$ cat src/pmem_switch_macros.svh
`ifndef PMEM_SWITCH_MACROS_SVH
`define PMEM_SWITCH_MACROS_SVH

// number of stream ports, each both an input and an output
`define PORT_COUNT 4

// index of a port
`define PORT_BITS 2

// packet memory address, 256 beats per input
`define ADDR_WIDTH 8

// per-port packet tag, wraps after 16 packets
`define TAG_WIDTH 4

// packet length in beats, 63 max
`define LEN_WIDTH 6

// transmit command queue entries per output
`define CMDQ_DEPTH 4

`endif

$ cat src/switch_pkg.sv
`default_nettype none

`include "pmem_switch_macros.svh"

package switch_pkg;

	typedef logic [`TAG_WIDTH-1:0]  tag_t;
	typedef logic [`PORT_BITS-1:0]  port_t;
	typedef logic [`ADDR_WIDTH-1:0] addr_t;
	typedef logic [`LEN_WIDTH-1:0]  len_t;

	// where a stored packet lives, 17 bits
	typedef struct packed {
		addr_t      start;
		len_t       length;
		logic [2:0] empty;
	} desc_t;

	// classifier result, layout of tagin_data
	typedef struct packed {
		port_t out_port;
		port_t in_port;
		tag_t  tag;
	} match_t;

	// queued at an output, 19 bits
	typedef struct packed {
		port_t src;
		desc_t desc;
	} cmd_t;

endpackage

`default_nettype wire

$ cat src/match_dispatch.sv
`default_nettype none

`include "pmem_switch_macros.svh"

module match_dispatch (
	input  logic              clock,
	input  logic              reset,
	// match results from the classifier
	input  switch_pkg::match_t match,
	input  logic              match_valid,
	output logic              match_ready,
	// tag broadcast to every descriptor table
	output switch_pkg::tag_t  lookup_tag,
	input  switch_pkg::desc_t lookup_desc [`PORT_COUNT],
	// command to the output queues
	output logic              push [`PORT_COUNT],
	output switch_pkg::cmd_t  cmd,
	input  logic              cmdq_nearly_full [`PORT_COUNT]
);
	import switch_pkg::*;

	logic  stage_valid;
	port_t stage_in;
	port_t stage_out;

	// tables read every cycle, result used only after an accept
	assign lookup_tag = match.tag;

	// room for this match and the one in the stage register
	always_comb begin
		match_ready = 1'b1;
		for (int p = 0; p < `PORT_COUNT; p++) begin
			if (cmdq_nearly_full[p]) begin
				match_ready = 1'b0;
			end
		end
	end

	// hold the ports while the descriptor read completes
	always_ff @(posedge clock) begin
		if (reset) begin
			stage_valid <= 1'b0;
		end else begin
			stage_valid <= match_valid && match_ready;
		end
		stage_in  <= match.in_port;
		stage_out <= match.out_port;
	end

	// descriptor of the source input, tagged with its port
	assign cmd = {stage_in, lookup_desc[stage_in]};

	// one-hot strobe to the named output
	always_comb begin
		for (int p = 0; p < `PORT_COUNT; p++) begin
			push[p] = stage_valid && (stage_out == port_t'(p));
		end
	end

endmodule

`default_nettype wire

$ cat config.mk
export PLATFORM = sky130hd
export DESIGN_NAME = match_dispatch
export DESIGN_NICKNAME = d
export VERILOG_FILES = /design/src/switch_pkg.sv /design/src/match_dispatch.sv
export VERILOG_INCLUDE_DIRS = /design/src /design/src/src
export SDC_FILE = /design/constraint.sdc
export NUM_CORES = 1
export LEC_CHECK = 0
export BUFFER_PORTS_ARGS = -buffer_cell sky130_fd_sc_hd__buf_2
export CAP_MARGIN = 20
export CORE_ASPECT_RATIO = 0.8
export CORE_MARGIN = 2
export CORE_UTILIZATION = 26
export DETAILED_ROUTE_END_ITERATION = 10
export GPL_ROUTABILITY_DRIVEN = 1
export PLACE_DENSITY = 0.76
export SLEW_MARGIN = 20
export SYNTH_ARGS = -nofsm -noshare
export SYNTH_HDL_FRONTEND = slang
export SYNTH_SLANG_ARGS = --single-unit
$ cat constraint.sdc
create_clock -name clock -period 1.3 [get_ports clock]
set_input_delay 0.13 -clock clock [delete_from_list [all_inputs] [get_ports clock]]
set_output_delay 0.13 -clock clock [all_outputs]
set_load 0.05 [all_outputs]
==> metrics <==
Final Cycle Share=126%; final number of setup-violating endpoints=17; number of placed cells counting well taps=roughly 160; upper clock frequency limit=0.611 GHz; number of standard-cell rows in the floorplan=15; GP Congestion=0.718; antenna violations before repair=0; part of the power in the clock network=a little under a fifth; number of warning messages in the yosys log=0; RSZ-0062 raised after global routing=true; Final Instance Area=1340 um^2; multi-input gate area in the final layout=439 um^2; Critical Path, Cell by Cell=buf_16, mux4_2, buf_8; synth-to-layout area growth=115%; cell area after technology mapping=626 um^2; synthesized netlist net count=120; library cell contributing the largest single delay on the critical path=sky130_fd_sc_hd__mux4_2; Layout fillers=around 190; H-tree Lvls=1; net load switching power=0.404 mW; global route total overflow=0; worst endpoint required time=1.17 ns; routed wire length=2470 um; fraction of layout cells with a size suffix above 1=91.7%; portion of total power attributed to sequential cells=18.3%; Period minus WS final=1.64 ns; overall via count from detail_route=823; Worst Setup Path Type=reg -> out; antenna diode instance count=0; mean number of vias per cell=4.87; overall power of the completed layout=0.979 mW; number of synthesized register bits=5; total DRC errors in the routed layout=8; gr usage total=16.2%; type of element launching the critical path=register; dominant delay contributor by cell family on the critical path=multiplexers; sequential element share of the synthesized area=16.0%; average size of a mapped cell=16.9 um^2; global-route wire length before repair=3310 um; number of nets in the final layout=228; power share of the combinational group=a little over three fifths; run status=finished, violations left; Internal Power=0.574 mW; count of buffers from port buffering=102; Top Metal Used=met4; max capacitance violation total=0; area used by sequential logic in the layout=around 110 um^2; die height=about 48 um; WP data arrival=1.51 ns; HPWL Detailed=1880 um; Worst Path Buf+Inv=2; Switching Fraction=41.3%; met2 WL=1370 um; count of non-filler cells in the finished layout=169; Die ar.=about 2800 um^2; Cells after Synth=37; WL met1=756 um; critical-path maximum fanout=5; routed length per instance=14.6 um; core region area=2210 um^2; met3 wire length=324 um; Post-Place Setup Slack=-0.123 ns; starting density of the core=28.2%; violated checks=DRC, setup timing; Iteration-0 DRC Markers=33; capturing element type of the critical path=output port; Final Hold Violating Endpoints=0; number of top-level pins=111; power per standard cell area=728 nW/um^2; clock-pin slew of the registers on the worst-case setup and hold paths=0.05 ns; max-slew violation count=0; placed cell area=1130 um^2; clock tree from TritonCTS=yes; Worst Setup Slack, final=-0.336 ns; Max IR drop VDD=514 uV; leakage dissipation=0.698 nW; worst min-delay path category=in -> reg; number of buffers on the longest clock path=2; Slew HR=83.2%; antenna-violating nets left=0; total number of clock tree sinks=5; setup TNS=-5.11 ns; Core Util, Final=60.7%; number of distinct library cell variants in the gate-level netlist after synthesis=13; smallest hold slack=0.135 ns; clock tree root buffer cell=sky130_fd_sc_hd__clkbuf_4; horizontal die dimension=between 50 and 60 um; transition at the pin with the smallest max-transition slack=0.254 ns; TritonCTS buffer count=3; largest net degree at the start of global routing=19; vias in the first global route=798; peak per-stage delay on the critical path=0.53 ns; Pre-antenna DRT Iters=7
## cells in the final DEF, fill, tap and decap left out
cell type                       count
sky130_fd_sc_hd__buf_6             18
sky130_fd_sc_hd__and3b_1            2
sky130_fd_sc_hd__dlygate4sd3_1      4
sky130_fd_sc_hd__dfxtp_4            2
sky130_fd_sc_hd__mux4_2            17
sky130_fd_sc_hd__nor3b_2            1
sky130_fd_sc_hd__nand2_1            1
sky130_fd_sc_hd__buf_16             1
sky130_fd_sc_hd__clkinv_2           1
sky130_fd_sc_hd__nor2_1             1
sky130_fd_sc_hd__nor4_2             1
sky130_fd_sc_hd__buf_2             85
sky130_fd_sc_hd__dfxtp_1            3
sky130_fd_sc_hd__buf_12             1
sky130_fd_sc_hd__buf_8              1
sky130_fd_sc_hd__buf_4              1
sky130_fd_sc_hd__clkbuf_4           3
sky130_fd_sc_hd__and3_1             1
## cell families (layout without fill, tap and decap cells)
group	after synthesis	after routing	synth area share, %
DFF	5	5	16.0
buffers and inverters	8	115	11.4
muxes	17	17	65.4
and+or+nand+nor	7	7	7.20
## registers in the layout (all words and copies together), names as in the netlist
signal       flops
stage_valid      1
stage_in         2
stage_out        2
## Yosys cell counts
| library cell | instances | area (um^2) |
|---|---|---|
| sky130_fd_sc_hd__buf_2 | 2 | 10.0 |
| sky130_fd_sc_hd__buf_12 | 1 | 20.0 |
| sky130_fd_sc_hd__and3_1 | 1 | 6.26 |
| sky130_fd_sc_hd__nor3b_1 | 1 | 7.51 |
| sky130_fd_sc_hd__mux4_1 | 7 | 184 |
| sky130_fd_sc_hd__nor2_1 | 1 | 3.75 |
| sky130_fd_sc_hd__nand2_1 | 1 | 3.75 |
| sky130_fd_sc_hd__mux4_2 | 10 | 225 |
| sky130_fd_sc_hd__dfxtp_1 | 5 | 100 |
| sky130_fd_sc_hd__and3b_1 | 2 | 17.5 |
| sky130_fd_sc_hd__buf_4 | 4 | 30.0 |
| sky130_fd_sc_hd__nor4_1 | 1 | 6.26 |
| sky130_fd_sc_hd__buf_6 | 1 | 11.3 |
## layer usage
metal / track usage, % / vias up
met5: 0 / -
met4: 6.82 / 0
met3: 4.05 / 2
met2: 34.9 / 66
met1: 14.6 / 381
li1: - / 374
## power by group through the flow
stage,Combinational (mW),Sequential [mW],Clock (mW)
2_1_floorplan,0.369,0.179,0
3_3_place_gp,0.492,0.179,0
3_5_place_dp,0.499,0.182,0
4_1_cts,0.615,0.179,0.192
5_1_grt,0.641,0.180,0.199
6_report,0.616,0.179,0.184
## path summary, 6_finish.rpt
| path | start | to | slack [ns] | depth (start not counted) |
|---|---|---|---|---|
| setup / recovery | stage_in[0]$_DFF_P_ | cmd[6] | -0.34 | 3 |
| hold / removal | match_valid | stage_valid$_SDFF_PP0_ | 0.14 | 2 |
## final cells by class
class / count / area share, %
multi-input combinational: 24 / 32.7
clock buffer: 3 / 1.68
clock inverter: 1 / 0.372
sequential: 5 / 8.01
timing repair buffer: 111 / 54.9
tap: 25 / 2.33
## repair_timing
| action | 4_1_cts | 5_1_grt |
|---|---|---|
| hold buffers | 4 | 0 |
| setup endpoints to repair | 17 | 17 |
| pin swaps | 0 | 0 |
| setup buffers | 2 | 0 |
| cloned | 1 | 0 |
| hold endpoints to repair | 4 | 0 |
| gates resized for setup | 43 | 0 |
(Power assumes the default switching activity.)
