`config.mk`:
```
export PLATFORM = sky130hd
export DESIGN_NAME = transmit_port
export DESIGN_NICKNAME = d
export VERILOG_FILES = /design/src/stream_pkg.sv /design/src/switch_pkg.sv /design/src/transmit_port.sv
export VERILOG_INCLUDE_DIRS = /design/src /design/src/src
export SDC_FILE = /design/constraint.sdc
export NUM_CORES = 1
export LEC_CHECK = 0
export ABC_CLOCK_PERIOD_IN_PS = 4500
export BUFFER_PORTS_ARGS = -buffer_cell sky130_fd_sc_hd__buf_2
export CAP_MARGIN = 20
export CORE_MARGIN = 2
export CORE_UTILIZATION = 51
export CTS_CLUSTER_SIZE = 20
export DETAILED_ROUTE_END_ITERATION = 6
export PLACE_DENSITY = 0.9
export SKIP_LAST_GASP = 1
export SYNTH_ARGS = -nofsm -noshare
export SYNTH_HDL_FRONTEND = slang
export SYNTH_SLANG_ARGS = --single-unit
```
`constraint.sdc`:
```
create_clock -name clock -period 4.5 [get_ports clock]
set_input_delay 0.45 -clock clock [delete_from_list [all_inputs] [get_ports clock]]
set_output_delay 0.45 -clock clock [all_outputs]
set_load 0.05 [all_outputs]
```
`src/pmem_switch_macros.svh`:
```
`ifndef PMEM_SWITCH_MACROS_SVH
`define PMEM_SWITCH_MACROS_SVH

// number of stream ports, each both an input and an output
`define PORT_COUNT 4

// index of a port
`define PORT_BITS 2

// packet memory address, 256 beats per input
`define ADDR_WIDTH 8

// per-port packet tag, wraps after 16 packets
`define TAG_WIDTH 4

// packet length in beats, 63 max
`define LEN_WIDTH 6

// transmit command queue entries per output
`define CMDQ_DEPTH 4

`endif

```
`src/stream_pkg.sv`:
```
`default_nettype none

package stream_pkg;

	// payload word of one beat
	typedef logic [63:0] word_t;

	// unused bytes in the last beat of a packet
	typedef logic [2:0] empty_t;

	// one beat on a packet stream
	// empty only meaningful with eop
	typedef struct packed {
		word_t  data;
		logic   sop;
		logic   eop;
		empty_t empty;
	} beat_t;

endpackage

`default_nettype wire

```
`src/switch_pkg.sv`:
```
`default_nettype none

`include "pmem_switch_macros.svh"

package switch_pkg;

	typedef logic [`TAG_WIDTH-1:0]  tag_t;
	typedef logic [`PORT_BITS-1:0]  port_t;
	typedef logic [`ADDR_WIDTH-1:0] addr_t;
	typedef logic [`LEN_WIDTH-1:0]  len_t;

	// where a stored packet lives, 17 bits
	typedef struct packed {
		addr_t      start;
		len_t       length;
		logic [2:0] empty;
	} desc_t;

	// classifier result, layout of tagin_data
	typedef struct packed {
		port_t out_port;
		port_t in_port;
		tag_t  tag;
	} match_t;

	// queued at an output, 19 bits
	typedef struct packed {
		port_t src;
		desc_t desc;
	} cmd_t;

endpackage

`default_nettype wire

```
`src/transmit_port.sv`:
```
`default_nettype none

`include "pmem_switch_macros.svh"

module transmit_port (
	input  logic                   clock,
	input  logic                   reset,
	// commands from the dispatcher
	input  logic                   push,
	input  switch_pkg::cmd_t       cmd,
	output logic                   nearly_full,
	// read port into every input memory
	output logic [`ADDR_WIDTH-1:0] rd_addr,
	input  logic [63:0]            rd_data [`PORT_COUNT],
	// outgoing packet stream
	output stream_pkg::beat_t      out_beat,
	output logic                   out_valid,
	input  logic                   out_ready
);
	import switch_pkg::*;
	import stream_pkg::*;

	localparam int PTR_W = $clog2(`CMDQ_DEPTH);
	localparam logic [PTR_W:0] Q_LIMIT = `CMDQ_DEPTH - 2;

	cmd_t             q_mem [`CMDQ_DEPTH];
	logic [PTR_W-1:0] q_wr_ptr;
	logic [PTR_W-1:0] q_rd_ptr;
	logic [PTR_W:0]   q_count;
	cmd_t             q_head;
	logic             pop;

	addr_t      cur_addr;
	len_t       remaining;
	port_t      cur_src;
	empty_t     cur_empty;
	logic       cur_first;
	logic       active;
	logic       issue;

	logic       rd_pending;
	port_t      rd_src;
	logic       rd_sop;
	logic       rd_eop;
	empty_t     rd_empty;
	beat_t      rd_beat;

	beat_t      obuf [2];
	logic [1:0] buf_cnt;
	logic       buf_head;
	logic       out_pop;

	// command FIFO, fewer than two free slots stops the classifier
	assign q_head      = q_mem[q_rd_ptr];
	assign nearly_full = q_count > Q_LIMIT;

	always_ff @(posedge clock) begin
		if (push) begin
			q_mem[q_wr_ptr] <= cmd;
		end
	end

	always_ff @(posedge clock) begin
		if (reset) begin
			q_wr_ptr <= '0;
			q_rd_ptr <= '0;
			q_count  <= '0;
		end else begin
			if (push) begin
				q_wr_ptr <= q_wr_ptr + 1'b1;
			end
			if (pop) begin
				q_rd_ptr <= q_rd_ptr + 1'b1;
			end
			case ({push, pop})
				2'b10:   q_count <= q_count + 1'b1;
				2'b01:   q_count <= q_count - 1'b1;
				default: q_count <= q_count;
			endcase
		end
	end

	// next command only once the last beat has been issued
	assign active = remaining != '0;
	assign pop    = !active && (q_count != '0);
	// credit rule: buffered plus in-flight beats below two
	assign issue   = active && ((buf_cnt + {1'b0, rd_pending}) < 2'd2);
	assign rd_addr = cur_addr;

	// address wraps 255 to 0 by overflow
	always_ff @(posedge clock) begin
		if (reset) begin
			remaining <= '0;
			cur_first <= 1'b0;
		end else if (pop) begin
			cur_addr  <= q_head.desc.start;
			remaining <= q_head.desc.length;
			cur_src   <= q_head.src;
			cur_empty <= q_head.desc.empty;
			cur_first <= 1'b1;
		end else if (issue) begin
			cur_addr  <= cur_addr + 1'b1;
			remaining <= remaining - 1'b1;
			cur_first <= 1'b0;
		end
	end

	// sideband follows the read by one clock, like the memory data
	always_ff @(posedge clock) begin
		if (reset) begin
			rd_pending <= 1'b0;
		end else begin
			rd_pending <= issue;
		end
		rd_src   <= cur_src;
		rd_sop   <= cur_first;
		rd_eop   <= remaining == len_t'(1);
		rd_empty <= (remaining == len_t'(1)) ? cur_empty : '0;
	end

	// pick the source memory's word
	assign rd_beat.data  = rd_data[rd_src];
	assign rd_beat.sop   = rd_sop;
	assign rd_beat.eop   = rd_eop;
	assign rd_beat.empty = rd_empty;

	// two-entry output buffer, holds steady under back-pressure
	assign out_valid = buf_cnt != 2'd0;
	assign out_beat  = obuf[buf_head];
	assign out_pop   = out_valid && out_ready;

	always_ff @(posedge clock) begin
		if (rd_pending) begin
			obuf[buf_head ^ buf_cnt[0]] <= rd_beat;
		end
	end

	always_ff @(posedge clock) begin
		if (reset) begin
			buf_cnt  <= 2'd0;
			buf_head <= 1'b0;
		end else begin
			if (out_pop) begin
				buf_head <= ~buf_head;
			end
			case ({rd_pending, out_pop})
				2'b10:   buf_cnt <= buf_cnt + 1'b1;
				2'b01:   buf_cnt <= buf_cnt - 1'b1;
				default: buf_cnt <= buf_cnt;
			endcase
		end
	end

endmodule

`default_nettype wire

```
==> metrics.cfg <==
[logic_synthesis]
ys.flop_type = edfxtp_1
synth_xor_area_share_pct = 1.354
seq_area_frac_synth_pct = 67.10
yosys.area_share.simple_pct = 2.856
synthMuxAreaShare_pct = 24.16
ys_types = 35
yosys-top-cells-count = 227 x edfxtp_1, 83 x mux4_2, 69 x mux2_2
synthCells = 570
synth_top_family_by_area = multiplexers
synth_compound_area_share_pct = 1.514
synth-edff-count = 227
synth_area_um2 = 10990
synth_top_area_share_pct = 62.00
yosysTopAreaCell = edfxtp_1
async_flop_share_pct = 0
synthAdderAreaFrac_pct = 1.206
synth_most_common_cell = edfxtp_1
ys_seq_elements = 255
synth_warnings = 0
yosys-top-cells-area = edfxtp_1 62%, mux4_2 17%, mux2_2 7.1%
syn-num-nets = 859
avgSynthCellArea_um2 = 19.29

[sta]
fin_crit_sh_pct = 70.79
fmaxAchievable_ghz = 0.3139
setup_violations = 0
setup_tns_ns = 0
slew-limit-headroom_pct = 29.28
finClkSkew_ns = 0.01418
hold_ws_ns = 0.1409
finalMaxSlewViolations = 0
tightest_slew_ns = 1.061
rsz0062_at_grt = no
min_period_ns = 3.185
hold_viol = 0
timing.final.ws_setup_ns = 1.315

[die]
start_util_pct = 52.14
pin_count = 358
die-height_um = 150.8
die_x_um = 150.8
core_area_um2 = 21090
dieArea_um2 = 22750
rows = 53

[setup_path]
cp-start-kind = flip-flop
crit_path_max_fanout = 21
worstSetupPathType = flip-flop to flip-flop
cp-end-kind = flip-flop
crit_path_frequent_cell = inv_1
cp_slowest_cell = inv_1
cp.required_ns = 4.95
slowest_delay_ns = 0.57
crit_family = simple AND/OR/NAND/NOR gates
cp_num_buf_inv = 2
path_cells = nor4_2 > nand3_1 > inv_1 > ha_1 > inv_1 > fa_1 > xor2_1 > or3_1 > a21oi_1
crit_arrival_ns = 3.64

[clock_network]
clkSlewWorstSetupHoldPaths_ns = 0.06
cts_tree = done
clk_path_buf_depth = 3
cts_resized = 0
clock-sinks = 255
htreeDepth = 1
clk_latency_ns = 0.52
cts_root_buf = clkbuf_16
postCtsSetupBuffers = 0
cts_buffers = 26
hold_buffers = 0

[grt]
grt_max_degree = 70
grt_pass1_vias = 7084
grt_overflow = 0
antenna_found_initial = 9
track_usage_pct = 23.21
grt_pass1_wl_mm = 39.56

[route]
antenna_left = 0
drt-total-wl_mm = 27.62
drc = 0
num_vias = 7026
viasPerCell = 5.680
first_pass_iters = 5
drtIter0Drc = 449
wire_per_inst_um = 22.33

[placement]
dpl.hpwl_mm = 19.82
dpl_worst_slack_ns = 1.310
gp_congestion = 0.8381
place_area_um2 = 13040
dp.cells = 1174
portBuffers = 357

[power_and_ir_drop]
p_per_area_nw_per_um2 = 653.8
ir_drop_v = 0.0004363
p_leak_nw = 5.262
finalPower_mw = 9.074

[cells_and_area]
fin_util_pct = 65.82
instances_no_fill = 1237
n_fill_cell = 1454
nNetsFinal = 1216
fin_area_um2 = 13880
drive_gt1_share_pct = 58.39
syn2layout_area_growth_pct = 26.24

[job]
max_cap_viol_count = 0

[outcome]
outcome = completed

[worst_hold_path]
hp-class = input port to flip-flop

registers in the layout, summed over array words and instances, names as in the netlist, 2 cells and up, named ones only:
register / flops
q_rd_ptr: 2
cur_src: 2
q_mem: 76
rd_src: 2
remaining: 6
rd_addr: 8
obuf: 138
cur_empty: 3
rd_empty: 3
q_count: 3
buf_cnt: 2
q_wr_ptr: 2
logic make-up after synthesis:
family	after synthesis
and+or+nand+nor	62
AOI/OAI and AO/OA	29
buffers and inverters	44
xor gates and xnor gates	17
DFF	255
adders and majority gates	10
muxes	153
routing by layer:
| metal | GRT usage (%) | wire length, um | vias up |
|---|---|---|---|
| li1 | - | - | 3046 |
| met1 | 28.63 | 9802 | 3535 |
| met2 | 39.68 | 14240 | 368 |
| met3 | 5.783 | 2516 | 77 |
| met4 | 9.112 | 1061 | 0 |
| met5 | 0 | 0 | - |
path summary, 6_finish.rpt:
check / from / end / slack [ns] / depth (start not counted)
max reg2reg: remaining[2]$_SDFFE_PP0N_ / q_count[2]$_SDFFE_PP0P_ / 1.31 / 9
max: remaining[2]$_SDFFE_PP0N_ / q_count[2]$_SDFFE_PP0P_ / 1.31 / 9
min reg2reg: cur_src[0]$_DFFE_PP_ / rd_src[0]$_DFF_P_ / 0.34 / 0
min: cmd[12] / q_mem[1][12]$_DFFE_PP_ / 0.14 / 1
cells in the final DEF, fill, tap and decap left out, drive strengths merged, types with 2 or more instances in the layout:
master	Yosys	layout
mux2	69	69
dfxtp	28	28
mux4	83	83
and3	5	5
xor2	9	9
clkbuf	15	33
ha	9	9
a21oi	10	10
edfxtp	227	227
and2	7	7
nor2	17	17
nand3	7	7
clkinv	0	13
xnor2	8	8
o21ai	11	11
diode	0	15
a31oi	2	2
buf	18	362
nand2	13	13
inv	11	11
or3	8	8
bufinv	0	2
power breakdown:
group | switching (mW) | internal, mW | total [mW]
Combinational | 2.26 | 1.12 | 3.38
Sequential | 0.370 | 3.31 | 3.68
Clock | 0.845 | 1.18 | 2.02
Total | 3.47 | 5.60 | 9.07
area by class of cell:
type / count / area (um2) / share of cell area [%]
Multi-Input combinational cell: 271 / 3428 / 24.70
Clock inverter: 15 / 128.9 / 0.9285
Sequential cell: 255 / 7386 / 53.21
Timing Repair Buffer: 362 / 1837 / 13.23
Antenna cell: 15 / 37.54 / 0.2704
Tap cell: 275 / 344.1 / 2.479
Inverter: 11 / 41.29 / 0.2975
Clock buffer: 33 / 676.9 / 4.877
(Power assumes the default switching activity.)
